File: src/design/mixer_pkg.sv
////////////////////
// audio mixer package
// sample width, sample and multiplier job types,
// saturation limits and the FSM state encodings
////////////////////

`default_nettype none

package mixer_pkg;

  localparam int AUDIO_WIDTH = 16;

  typedef logic signed [AUDIO_WIDTH-1:0] audio_t;

  // saturation limits of one sample
  localparam audio_t AUDIO_MAX = audio_t'(2**(AUDIO_WIDTH-1) - 1);
  localparam audio_t AUDIO_MIN = audio_t'(-(2**(AUDIO_WIDTH-1)));

  // one multiply job, operands in Q format
  typedef struct packed {
    audio_t multiplicand;
    audio_t multiplier;
  } mul_req_t;

  typedef struct packed {
    logic   overflow;  // product was clamped
    audio_t product;
  } mul_rsp_t;

  ////////////////////
  // state encodings
  ////////////////////

  typedef enum logic [2:0] {
    STRIP_IDLE,
    STRIP_GAIN_REQ,
    STRIP_GAIN_WAIT,
    STRIP_PAN_REQ,
    STRIP_PAN_WAIT,
    STRIP_DONE
  } strip_state_t;

  typedef enum logic [2:0] {
    BUS_IDLE,
    BUS_WAIT_STRIPS,
    BUS_SUM,
    BUS_OUT_REQ,
    BUS_OUT_WAIT,
    BUS_EMIT
  } bus_state_t;

endpackage

`default_nettype wire

File: src/design/nq_multiplier.sv
////////////////////
// Q-format multiplier
// two stage signed multiply, scaled by Q_BITS and
// clamped to one sample, tag follows the data
////////////////////

`timescale 1ns/1ns
`default_nettype none

module nq_multiplier import mixer_pkg::*; #(
  parameter int Q_BITS   = 12,
  parameter int ID_WIDTH = 3
) (
  input  wire                 clk,
  input  wire                 rst_n,
  input  wire                 mul_valid,
  input  wire  mul_req_t      mul_req,
  input  wire  [ID_WIDTH-1:0] mul_tag,
  output logic                res_valid,
  output mul_rsp_t            res,
  output logic [ID_WIDTH-1:0] res_tag
);

  localparam int PROD_WIDTH = 2 * AUDIO_WIDTH;

  typedef logic signed [PROD_WIDTH-1:0] product_t;

  product_t            prod_r;   // full width product
  logic                valid_r;
  logic [ID_WIDTH-1:0] tag_r;
  product_t            scaled;
  logic                fits;

  always_ff @(posedge clk or negedge rst_n) begin
    if (!rst_n) begin
      valid_r   <= 1'b0;
      res_valid <= 1'b0;
    end else begin
      valid_r   <= mul_valid;
      res_valid <= valid_r;
    end
  end

  // stage 1
  always_ff @(posedge clk) begin
    prod_r <= product_t'($signed(mul_req.multiplicand)) *
              product_t'($signed(mul_req.multiplier));
    tag_r  <= mul_tag;
  end

  assign scaled = prod_r >>> Q_BITS;

  // in range when all bits above the sample are copies of its sign
  assign fits = (&scaled[PROD_WIDTH-1:AUDIO_WIDTH-1]) |
                ~(|scaled[PROD_WIDTH-1:AUDIO_WIDTH-1]);

  // stage 2
  always_ff @(posedge clk) begin
    res_tag      <= tag_r;
    res.overflow <= ~fits;
    if (fits) begin
      res.product <= scaled[AUDIO_WIDTH-1:0];
    end else begin
      res.product <= scaled[PROD_WIDTH-1] ? AUDIO_MIN : AUDIO_MAX;
    end
  end

endmodule

`default_nettype wire

File: src/design/mul_arbiter.sv
////////////////////
// multiplier arbiter
// round-robin pick of one request per cycle,
// products routed back to their owner by tag
////////////////////

`timescale 1ns/1ns
`default_nettype none

module mul_arbiter import mixer_pkg::*; #(
  parameter  int NR_OF_CHANNELS = 4,
  parameter  int ID_WIDTH       = 3,
  localparam int NR_OF_REQ      = NR_OF_CHANNELS + 1
) (
  input  wire                           clk,
  input  wire                           rst_n,
  input  wire  [NR_OF_REQ-1:0]          req_valid,
  input  wire  mul_req_t [NR_OF_REQ-1:0] req,
  output logic [NR_OF_REQ-1:0]          req_grant,
  output logic                          mul_valid,
  output mul_req_t                      mul_req,
  output logic [ID_WIDTH-1:0]           mul_tag,
  input  wire                           res_valid,
  input  wire  mul_rsp_t                res,
  input  wire  [ID_WIDTH-1:0]           res_tag,
  output logic [NR_OF_REQ-1:0]          rsp_valid,
  output mul_rsp_t                      rsp
);

  logic [ID_WIDTH-1:0] prio_ptr;  // highest priority this cycle
  logic [ID_WIDTH-1:0] sel;

  ////////////////////
  // request side
  ////////////////////

  // first pending requester at or after the pointer
  always_comb begin
    int   idx;
    logic found;
    found = 1'b0;
    sel   = prio_ptr;
    for (int k = 0; k < NR_OF_REQ; k++) begin
      idx = int'(prio_ptr) + k;
      if (idx >= NR_OF_REQ) begin
        idx = idx - NR_OF_REQ;
      end
      if (!found && req_valid[idx]) begin
        found = 1'b1;
        sel   = ID_WIDTH'(idx);
      end
    end
  end

  assign mul_valid = |req_valid;
  assign mul_req   = req[sel];
  assign mul_tag   = sel;

  always_comb begin
    req_grant      = '0;
    req_grant[sel] = mul_valid;
  end

  // winner drops to lowest priority
  always_ff @(posedge clk or negedge rst_n) begin
    if (!rst_n) begin
      prio_ptr <= '0;
    end else if (mul_valid) begin
      prio_ptr <= (sel == ID_WIDTH'(NR_OF_REQ - 1)) ? '0 : sel + 1'b1;
    end
  end

  ////////////////////
  // response side
  ////////////////////

  always_ff @(posedge clk or negedge rst_n) begin
    if (!rst_n) begin
      rsp_valid <= '0;
    end else begin
      rsp_valid <= res_valid ? (NR_OF_REQ'(1) << res_tag) : '0;
    end
  end

  always_ff @(posedge clk) begin
    rsp <= res;  // shared by all requesters
  end

endmodule

`default_nettype wire

File: src/design/channel_strip.sv
////////////////////
// channel strip
// gain then pan on one input sample through the
// shared multiplier, gives left and right parts
////////////////////

`timescale 1ns/1ns
`default_nettype none

module channel_strip import mixer_pkg::*; (
  input  wire           clk,
  input  wire           rst_n,
  input  wire           start,
  input  wire  audio_t  sample,
  input  wire  audio_t  gain,
  input  wire  audio_t  pan,
  output logic          req_valid,
  output mul_req_t      req,
  input  wire           req_grant,
  input  wire           rsp_valid,
  input  wire mul_rsp_t rsp,
  output logic          done,
  output audio_t        left,
  output audio_t        right,
  output logic          clip
);

  strip_state_t state;

  audio_t sample_r;
  audio_t gain_r;
  audio_t pan_r;
  audio_t g_r;       // gained sample
  logic   g_ovf_r;

  logic signed [AUDIO_WIDTH:0] diff;  // g - p, one guard bit
  logic                        diff_sat;
  audio_t                      diff_clamped;

  assign diff     = {g_r[AUDIO_WIDTH-1], g_r} - {rsp.product[AUDIO_WIDTH-1], rsp.product};
  assign diff_sat = diff[AUDIO_WIDTH] ^ diff[AUDIO_WIDTH-1];

  always_comb begin
    if (!diff_sat) begin
      diff_clamped = diff[AUDIO_WIDTH-1:0];
    end else begin
      diff_clamped = diff[AUDIO_WIDTH] ? AUDIO_MIN : AUDIO_MAX;
    end
  end

  assign req_valid = (state == STRIP_GAIN_REQ) || (state == STRIP_PAN_REQ);
  assign done      = (state == STRIP_DONE);

  always_comb begin
    req.multiplicand = (state == STRIP_PAN_REQ) ? g_r   : sample_r;
    req.multiplier   = (state == STRIP_PAN_REQ) ? pan_r : gain_r;
  end

  always_ff @(posedge clk or negedge rst_n) begin
    if (!rst_n) begin
      state <= STRIP_IDLE;
      clip  <= 1'b0;
    end else begin
      case (state)
        STRIP_IDLE, STRIP_DONE: if (start) state <= STRIP_GAIN_REQ;
        STRIP_GAIN_REQ:  if (req_grant) state <= STRIP_GAIN_WAIT;
        STRIP_GAIN_WAIT: if (rsp_valid) state <= STRIP_PAN_REQ;
        STRIP_PAN_REQ:   if (req_grant) state <= STRIP_PAN_WAIT;
        STRIP_PAN_WAIT: begin
          if (rsp_valid) begin
            state <= STRIP_DONE;
            clip  <= g_ovf_r | diff_sat;
          end
        end
        default: state <= STRIP_IDLE;
      endcase
    end
  end

  // operands and results
  always_ff @(posedge clk) begin
    if (start && (state == STRIP_IDLE || state == STRIP_DONE)) begin
      sample_r <= sample;
      gain_r   <= gain;
      pan_r    <= pan;
    end
    if (rsp_valid && state == STRIP_GAIN_WAIT) begin
      g_r     <= rsp.product;
      g_ovf_r <= rsp.overflow;
    end
    if (rsp_valid && state == STRIP_PAN_WAIT) begin
      left  <= rsp.product;
      right <= diff_clamped;  // remainder goes right
    end
  end

endmodule

`default_nettype wire

File: src/design/mix_bus.sv
////////////////////
// mix bus
// frame control, left/right bus sums, output
// gain through the shared multiplier, clip status
////////////////////

`timescale 1ns/1ns
`default_nettype none

module mix_bus import mixer_pkg::*; #(
  parameter int NR_OF_CHANNELS = 4
) (
  input  wire                              clk,
  input  wire                              rst_n,
  input  wire                              channel_valid,
  output logic                             channel_ready,
  output logic                             start,
  input  wire  [NR_OF_CHANNELS-1:0]        strip_done,
  input  wire  audio_t [NR_OF_CHANNELS-1:0] strip_left,
  input  wire  audio_t [NR_OF_CHANNELS-1:0] strip_right,
  input  wire  [NR_OF_CHANNELS-1:0]        strip_clip,
  input  wire  audio_t                     output_gain,
  output logic                             req_valid,
  output mul_req_t                         req,
  input  wire                              req_grant,
  input  wire                              rsp_valid,
  input  wire  mul_rsp_t                   rsp,
  output audio_t                           out_left,
  output audio_t                           out_right,
  output logic                             out_valid,
  output logic [1:0]                       out_clip,
  output logic [NR_OF_CHANNELS-1:0]        channel_clip
);

  localparam int SUM_WIDTH = AUDIO_WIDTH + $clog2(NR_OF_CHANNELS + 1);

  typedef logic signed [SUM_WIDTH-1:0] sum_t;

  bus_state_t state;
  logic       accept;
  logic       side;        // 0 left, 1 right

  sum_t       left_sum;
  sum_t       right_sum;
  audio_t     out_gain_r;
  audio_t     left_sat_r;
  audio_t     right_sat_r;
  logic [1:0] sum_clip_r;
  logic [1:0] prod_ovf_r;
  audio_t     prod_left_r;
  audio_t     prod_right_r;

  function automatic audio_t clamp(input sum_t value);
    if (value > sum_t'(AUDIO_MAX)) return AUDIO_MAX;
    if (value < sum_t'(AUDIO_MIN)) return AUDIO_MIN;
    return value[AUDIO_WIDTH-1:0];
  endfunction

  function automatic logic clamped(input sum_t value);
    return (value > sum_t'(AUDIO_MAX)) || (value < sum_t'(AUDIO_MIN));
  endfunction

  assign accept = (state == BUS_IDLE) && channel_valid && channel_ready;

  always_comb begin
    left_sum  = '0;
    right_sum = '0;
    for (int i = 0; i < NR_OF_CHANNELS; i++) begin
      left_sum  = left_sum  + sum_t'($signed(strip_left[i]));
      right_sum = right_sum + sum_t'($signed(strip_right[i]));
    end
  end

  assign req_valid        = (state == BUS_OUT_REQ);
  assign req.multiplicand = side ? right_sat_r : left_sat_r;
  assign req.multiplier   = out_gain_r;

  ////////////////////
  // frame FSM
  ////////////////////

  always_ff @(posedge clk or negedge rst_n) begin
    if (!rst_n) begin
      state         <= BUS_IDLE;
      channel_ready <= 1'b0;
      start         <= 1'b0;
      out_valid     <= 1'b0;
      side          <= 1'b0;
      out_clip      <= '0;
      channel_clip  <= '0;
    end else begin
      channel_ready <= (state == BUS_IDLE) && !accept;  // back one cycle after out_valid
      start         <= accept;
      out_valid     <= (state == BUS_EMIT);
      case (state)
        BUS_IDLE: if (accept) state <= BUS_WAIT_STRIPS;
        BUS_WAIT_STRIPS: begin
          // done is stale while start is still high
          if (&strip_done && !start) state <= BUS_SUM;
        end
        BUS_SUM: begin
          side  <= 1'b0;
          state <= BUS_OUT_REQ;
        end
        BUS_OUT_REQ: if (req_grant) state <= BUS_OUT_WAIT;
        BUS_OUT_WAIT: begin
          if (rsp_valid) begin
            side  <= 1'b1;
            state <= side ? BUS_EMIT : BUS_OUT_REQ;
          end
        end
        BUS_EMIT: begin
          out_clip     <= sum_clip_r | prod_ovf_r;
          channel_clip <= strip_clip;
          state        <= BUS_IDLE;
        end
        default: state <= BUS_IDLE;
      endcase
    end
  end

  // frame data
  always_ff @(posedge clk) begin
    if (accept) out_gain_r <= output_gain;
    if (state == BUS_SUM) begin
      left_sat_r  <= clamp(left_sum);
      right_sat_r <= clamp(right_sum);
      sum_clip_r  <= {clamped(right_sum), clamped(left_sum)};
    end
    if (state == BUS_OUT_WAIT && rsp_valid) begin
      if (side) begin
        prod_right_r  <= rsp.product;
        prod_ovf_r[1] <= rsp.overflow;
      end else begin
        prod_left_r   <= rsp.product;
        prod_ovf_r[0] <= rsp.overflow;
      end
    end
    if (state == BUS_EMIT) begin
      out_left  <= prod_left_r;
      out_right <= prod_right_r;
    end
  end

endmodule

`default_nettype wire

File: src/design/mixer_core.sv
////////////////////
// audio mixer core
// channel strips and mix bus sharing one
// saturating multiplier through an arbiter
////////////////////

`timescale 1ns/1ns
`default_nettype none

module mixer_core import mixer_pkg::*; #(
  parameter int NR_OF_CHANNELS = 4,
  parameter int Q_BITS         = 12
) (
  input  wire                               clk,
  input  wire                               rst_n,
  input  wire  audio_t [NR_OF_CHANNELS-1:0] channel_data,  // hold until start
  input  wire                               channel_valid,
  output logic                              channel_ready,
  input  wire  audio_t [NR_OF_CHANNELS-1:0] channel_gain,
  input  wire  audio_t [NR_OF_CHANNELS-1:0] channel_pan,
  input  wire  audio_t                      output_gain,
  output audio_t                            out_left,
  output audio_t                            out_right,
  output logic                              out_valid,
  output logic [1:0]                        out_clip,
  output logic [NR_OF_CHANNELS-1:0]         channel_clip
);

  localparam int ID_WIDTH = $clog2(NR_OF_CHANNELS + 1);

  // requesters 0..N-1 are strips, N is the mix bus
  logic     [NR_OF_CHANNELS:0] req_valid;
  mul_req_t [NR_OF_CHANNELS:0] req;
  logic     [NR_OF_CHANNELS:0] req_grant;
  logic     [NR_OF_CHANNELS:0] rsp_valid;
  mul_rsp_t                    rsp;

  logic                mul_valid;
  mul_req_t            mul_req;
  logic [ID_WIDTH-1:0] mul_tag;
  logic                res_valid;
  mul_rsp_t            res;
  logic [ID_WIDTH-1:0] res_tag;

  logic                                start;
  logic   [NR_OF_CHANNELS-1:0]         strip_done;
  audio_t [NR_OF_CHANNELS-1:0]         strip_left;
  audio_t [NR_OF_CHANNELS-1:0]         strip_right;
  logic   [NR_OF_CHANNELS-1:0]         strip_clip;

  for (genvar i = 0; i < NR_OF_CHANNELS; i++) begin : g_strip
    channel_strip channel_strip_inst (
      .clk       (clk),
      .rst_n     (rst_n),
      .start     (start),
      .sample    (channel_data[i]),
      .gain      (channel_gain[i]),
      .pan       (channel_pan[i]),
      .req_valid (req_valid[i]),
      .req       (req[i]),
      .req_grant (req_grant[i]),
      .rsp_valid (rsp_valid[i]),
      .rsp       (rsp),
      .done      (strip_done[i]),
      .left      (strip_left[i]),
      .right     (strip_right[i]),
      .clip      (strip_clip[i])
    );
  end

  mix_bus #(
    .NR_OF_CHANNELS (NR_OF_CHANNELS)
  ) mix_bus_inst (
    .clk           (clk),
    .rst_n         (rst_n),
    .channel_valid (channel_valid),
    .channel_ready (channel_ready),
    .start         (start),
    .strip_done    (strip_done),
    .strip_left    (strip_left),
    .strip_right   (strip_right),
    .strip_clip    (strip_clip),
    .output_gain   (output_gain),
    .req_valid     (req_valid[NR_OF_CHANNELS]),
    .req           (req[NR_OF_CHANNELS]),
    .req_grant     (req_grant[NR_OF_CHANNELS]),
    .rsp_valid     (rsp_valid[NR_OF_CHANNELS]),
    .rsp           (rsp),
    .out_left      (out_left),
    .out_right     (out_right),
    .out_valid     (out_valid),
    .out_clip      (out_clip),
    .channel_clip  (channel_clip)
  );

  mul_arbiter #(
    .NR_OF_CHANNELS (NR_OF_CHANNELS),
    .ID_WIDTH       (ID_WIDTH)
  ) mul_arbiter_inst (
    .clk       (clk),
    .rst_n     (rst_n),
    .req_valid (req_valid),
    .req       (req),
    .req_grant (req_grant),
    .mul_valid (mul_valid),
    .mul_req   (mul_req),
    .mul_tag   (mul_tag),
    .res_valid (res_valid),
    .res       (res),
    .res_tag   (res_tag),
    .rsp_valid (rsp_valid),
    .rsp       (rsp)
  );

  nq_multiplier #(
    .Q_BITS   (Q_BITS),
    .ID_WIDTH (ID_WIDTH)
  ) nq_multiplier_inst (
    .clk       (clk),
    .rst_n     (rst_n),
    .mul_valid (mul_valid),
    .mul_req   (mul_req),
    .mul_tag   (mul_tag),
    .res_valid (res_valid),
    .res       (res),
    .res_tag   (res_tag)
  );

endmodule

`default_nettype wire

File: config.mk
export PLATFORM = sky130hd
export DESIGN_NAME = mixer_core
export DESIGN_NICKNAME = d
export VERILOG_FILES = /design/src/design/mixer_pkg.sv /design/src/design/nq_multiplier.sv /design/src/design/mul_arbiter.sv /design/src/design/channel_strip.sv /design/src/design/mix_bus.sv /design/src/design/mixer_core.sv
export SDC_FILE = /design/constraint.sdc
export NUM_CORES = 2
export LEC_CHECK = 0
export BUFFER_PORTS_ARGS = -buffer_cell sky130_fd_sc_hd__buf_2
export CAP_MARGIN = 20
export CORE_MARGIN = 10
export CORE_UTILIZATION = 45
export CTS_BUF_LIST = sky130_fd_sc_hd__clkbuf_8
export CTS_CLUSTER_DIAMETER = 100
export DETAILED_ROUTE_END_ITERATION = 10
export PLACE_DENSITY = 0.61
export SLEW_MARGIN = 20
export SYNTH_ARGS = -nofsm -noshare
export SYNTH_HDL_FRONTEND = slang
export SYNTH_SLANG_ARGS = --single-unit
File: constraint.sdc
create_clock -name clk -period 11.3 [get_ports clk]
set_input_delay 1.13 -clock clk [delete_from_list [all_inputs] [get_ports clk]]
set_output_delay 1.13 -clock clk [all_outputs]
set_load 0.005 [all_outputs]
# Word level (Yosys, flattened, before mapping)
# Cells that the tools add are included.
# W data, S select, Z words.
# word_totals
ff_bits	615
latchBits	0
ram_bits	0
mem_bits_ro	0
in_bits	211
out_inout_bits	40
elab_cells	331
n_memories	0
# op_classes
n_addsub	20
multipliers	1
div	0
magnitude_cmp	16
eq_ne	50
shifts	1
n_mux	101
bitwise_logic	14
reduce_logical	64
# op_table
operator	count
$mux W16	27
$mux W32	6
$lt A32 B5 Y1 const B	5
$ge A32 B4 Y1 const B	4
$sub A32 B4 Y32 const B	4
$bmux W32 S3	1
$mux W3	28
$pmux W3 S5	5
$sub A16 B16 Y17	4
$ne A2 B1 Y1 const B	24
$add A19 B16 Y19	2
$gt A19 B16 Y1 const B	2
$lt A19 B16 Y1 const B	2
$add A17 B16 Y18	2
$add A16 B16 Y17	2
$eq A3 B3 Y1 const B	11
$mul A16 B16 Y32	1
$eq A3 B2 Y1 const B	10
$mux W1	26
$reduce_and A5 Y1	5
$logic_and A1 B1 Y1	22
$bmux W1 S3	5
$eq A3 B1 Y1 const B	5
$logic_not A3 Y1	5
24 further kinds	59

# Depth between registers and ports, before layout
# logic_depth
ltp_word	25
depth_mapped	47
mapped_depth_nobuf	43

# Cells and area by module
# From an unflattened synthesis, not the netlist that was laid out.
# unflattened
hier_cells	3590
hier_area_um2	41751.3
# by_module_without_submodules
module	n_inst	cells_each	area_each_um2	seq_area_each_um2
channel_strip	4	318	4662.0	3012.9
nq_multiplier	1	1086	10458.8	910.9
mix_bus	1	762	8488.1	3808.7
mul_arbiter	1	470	4156.5	540.5

# Worst setup path after synthesis
# Ideal clock, no wire load.
# synth_path
kind	register -> register
startpoint	register mul_arbiter_inst.prio_ptr[0]
endpoint	register nq_multiplier_inst.prod_r[30]
setup_time_ns	0.118
t_arrival_ns	10.296
t_required_ns	11.182
slack_ns	0.886
stages_incl_launch_ff	43
path_buffers	5
period_less_slack_ns	10.414
cell_sequence	dfrtp_1 buf_4 inv_2 ha_1 inv_1 fa_1 a21oi_1 mux2_2 o2111ai_1 o211ai_1 a211oi_1 a2bb2oi_1 nor2_1 clkinv_1 clkbuf_1 clkbuf_1 buf_1 nand2_1 (+7 left out) inv_1 fa_1 fa_1 inv_1 fa_1 inv_1 ha_1 and3_1 a22o_1 o21a_1 nor2_1 and3_1 a21oi_4 o41a_2 a41o_1 or2_1 a21o_1 xor2_1
# synth_between
elab_chain_cells	21
elab_cells_between_ends	54
classes_between	9 x add/sub; 1 x mul; 5 x order compare; 31 x mux; 8 x reduce/logical
# synth_lines
item	line	rtl
start: declaration	mul_arbiter.sv:30	logic [ID_WIDTH-1:0] prio_ptr;
start signal: assignment	mul_arbiter.sv:69	prio_ptr <= (sel == ID_WIDTH'(NR_OF_REQ - 1)) ? '0 : sel + 1'b1;
branches (longest 17 deep; another with $sub A32 B4 Y32)	-	
$mux W3 (*)	mul_arbiter.sv:48	if (!found && req_valid[idx]) begin
$bmux W32 S3 (*)	mul_arbiter.sv:56	assign mul_req = req[sel];
$mux W32 (not written as such) (*)	mul_arbiter.sv:56	
$mul A16 B16 Y32 (*)	nq_multiplier.sv:46	prod_r <= product_t'($signed(mul_req.multiplicand)) *
end signal: assignment	nq_multiplier.sv:46	
end: declaration	nq_multiplier.sv:28	product_t prod_r;
# Mark *: on every way between the ends. The select of a mux whose other input is x is not followed.
# A chain may end at the register's enable or synchronous reset.

# Final worst setup path
# layout_path
startpoint	register mul_arbiter_inst.prio_ptr[1]
endpoint	register nq_multiplier_inst.prod_r[30]
# Same word-level chain as after synthesis.

==> results.md <==
* Final setup violation count at 0
* Htree depth at 3
* Reg clk slew, reported paths at 60 ps
* Via density at 5.43
* # IOs at 251
* TNS Setup at 0 ps
* Post-Route WL at 115000 um
* Worst rel slew slack at 0.275
* Final hold vios at 0
* Post-synth EDFFs at 504
* Critical path class: reg -> reg
* Cell Area, Synth at 0.0386 sq mm
* Worst Hold Class: reg -> reg
* Die H at 313 um
* DRC at 0
* Number of global-route vias before repair at 28000
* Clock skew at 61.4 ps
* Gate Count Post-Synth at 3438
* Iteration-0 DRC count of the detailed router at 2457
* CTS tree: yes
* Finished Layout Cells at 4996
* Post-layout util at 0.514
* CP max FO at 19
* Commonest non-fill, non-tap cell in the layout: edfxtp_1
* Area of the core at 0.0851 sq mm
* Yosys warns at 0
* GRT overflow at 0
* Worst Tran Pin Value at 1090 ps
* DRT antenna net count at 0
* Mean Syn Cell Area at 11.2 sq um
* Setup bufs post-CTS at 0
* Largest net degree at the start of global routing at 56
* Slew Viols, Final at 0
* Post-layout minimum cycle time at 10840 ps
* Worst-Skew Late Latency at 770 ps
* Crit path top cell by count: fa_1
* FP Rows at 107
* Worst hold slack at 317 ps
* Post-synthesis sequential area ratio at 0.449
* Fin nets at 4497
* Layout cells sized above 1 at 0.156
* Synth async-reset ratio at 0.0647
* Clock Tree Buf Depth at 3
* Commonest non-fill, non-tap cells in the layout: edfxtp_1 (504), inv_1 (499), fa_1 (301)
* Startpoint types: flop
* Wire per inst at 23.0 um
* Status: completed
* Post-CTS Hold Buffers at 0
* Crit path DAT at 11440 ps
* Vias post-DR at 27100
* Fmax at 92.2 MHz
* Period utilization at 0.959
* Routability cong. at 0.964
* HPWL after DPL at 88400 um
* Critical path's largest stage delay at 690 ps
* Max-cap violations at 0
* #FFs+latches synth at 603
* Initial antenna violation count at 4
* Filler cells at 7708
* Reg area at 0.0173 sq mm
* Main synth FF type: edfxtp_1
* Port-buffer cells at 250
* Mapped Nets at 4172
* Pre-antenna DRT Iters at 6
* Resized Gates After CTS at 0
* Die area at 0.0979 sq mm
* Global-route wire length before repair at 173000 um
* Clock Sink Count at 603
* Num CTS Buffers at 102
* Kind of end point of the critical path: flop
* CP required at 11900 ps
* Initial core utilization at 0.453
* Inst Count DP at 4803
* Yosys cell types at 88
* Crit-path slowest cell: fa_2
* Area taken by multi-input logic gates at 0.0192 sq mm
* Die Width at 313 um
* Root buffer cell: clkbuf_8
* Area growth syn-to-layout at 13.4%
* Gr usage total at 0.234
==> routing by layer <==
metal | GRT usage | vias to the layer above | part of all wire
met5 | 0 | - | 0
met4 | 0.0918 | 0 | 0.039
met3 | 0.0503 | 192 | 0.082
met2 | 0.379 | 1083 | 0.46
met1 | 0.305 | 13300 | 0.42
li1 | - | 12500 | -
==> Yosys cell counts (19+ instances only) <==
master | count | area, sq um
dfrtp_1 | 39 | 976
o21bai_1 | 20 | 150
nand3_1 | 134 | 671
xor2_1 | 31 | 272
nor2b_1 | 47 | 294
o21ai_0 | 142 | 711
a21oi_1 | 110 | 551
a21o_1 | 46 | 345
inv_1 | 463 | 1740
a21boi_0 | 40 | 300
xnor2_1 | 66 | 578
o31ai_1 | 44 | 330
dfxtp_1 | 60 | 1200
and3_1 | 19 | 119
fa_1 | 302 | 6050
or2_2 | 21 | 131
edfxtp_1 | 504 | 15100
ha_1 | 221 | 2770
a211oi_1 | 22 | 165
nand2_1 | 249 | 935
nand2b_1 | 53 | 332
nor3_1 | 23 | 115
mux2i_1 | 60 | 601
nor2_1 | 296 | 1110
a32oi_1 | 30 | 263
mux2_2 | 38 | 428
clkbuf_1 | 106 | 398
o21a_1 | 49 | 368
a31oi_1 | 24 | 150
==> cell families after synthesis <==
family,after synthesis,share of synthesized area
compound gates,608,0.105
xor+xnor,97,0.0220
fa+ha+maj,523,0.228
buf+inv,591,0.0581
flops,603,0.449
mux,98,0.0267
simple gates,918,0.112
==> final timing paths <==
kind	from	to	slack [ps]	depth (start not counted)
setup / recovery	mul_arbiter_inst.prio_ptr[1]$_DFFE_PN0P_	nq_multiplier_inst.prod_r[30]$_DFF_P_	460	36
hold / removal	nq_multiplier_inst.res[16]$_DFF_P_	mul_arbiter_inst.rsp[16]$_DFF_P_	320	0
setup reg to reg	mul_arbiter_inst.prio_ptr[1]$_DFFE_PN0P_	nq_multiplier_inst.prod_r[30]$_DFF_P_	460	36
hold reg to reg	nq_multiplier_inst.res[16]$_DFF_P_	mul_arbiter_inst.rsp[16]$_DFF_P_	320	0
max in group asynchronous	rst_n	mul_arbiter_inst.prio_ptr[2]$_DFFE_PN0P_	10390	2
min in group asynchronous	rst_n	g_strip[3].channel_strip_inst.clip$_DFFE_PN0P_	470	2
==> through the flow <==
step | setup slack [ps] | cell area (sq um)
global placement | 400 | 41700
floorplan | 886 | 38600
global route | -14.2 | 43800
detailed placement | 211 | 41700
finish | 460 | 43800
CTS | 138 | 43700
==> final cells by class <==
| class | count | area share |
|---|---|---|
| Clock inverter | 80 | 0.0122 |
| Multi-Input combinational cell | 2244 | 0.439 |
| Sequential cell | 603 | 0.396 |
| Tap cell | 1144 | 0.0327 |
| Clock buffer | 108 | 0.0340 |
| Inverter | 467 | 0.0402 |
| Timing Repair Buffer | 345 | 0.0459 |
| Antenna cell | 5 | 0.000286 |
==> critical path, delay by kind of cell, from the launching register on <==
family          cells  cell delay (ps)
fa+ha+maj           9             4070
simple gates        7             1880
flops               1              530
compound gates     12             2860
buf+inv             6             1040
xor+xnor            1              140
mux                 1              120
==> registers in the layout (all words and copies together) (netlist names), 17 cells and up <==
register                             cells
g_strip.channel_strip_inst.g_r          64
g_strip.channel_strip_inst.gain_r       64
g_strip.channel_strip_inst.left         64
g_strip.channel_strip_inst.pan_r        64
g_strip.channel_strip_inst.right        64
g_strip.channel_strip_inst.sample_r     64
mul_arbiter_inst.rsp                    17
nq_multiplier_inst.prod_r               20
nq_multiplier_inst.res                  17
Power is not shown: default switching activity piles up to over one toggle a cycle in this logic, so the estimate is an artifact.
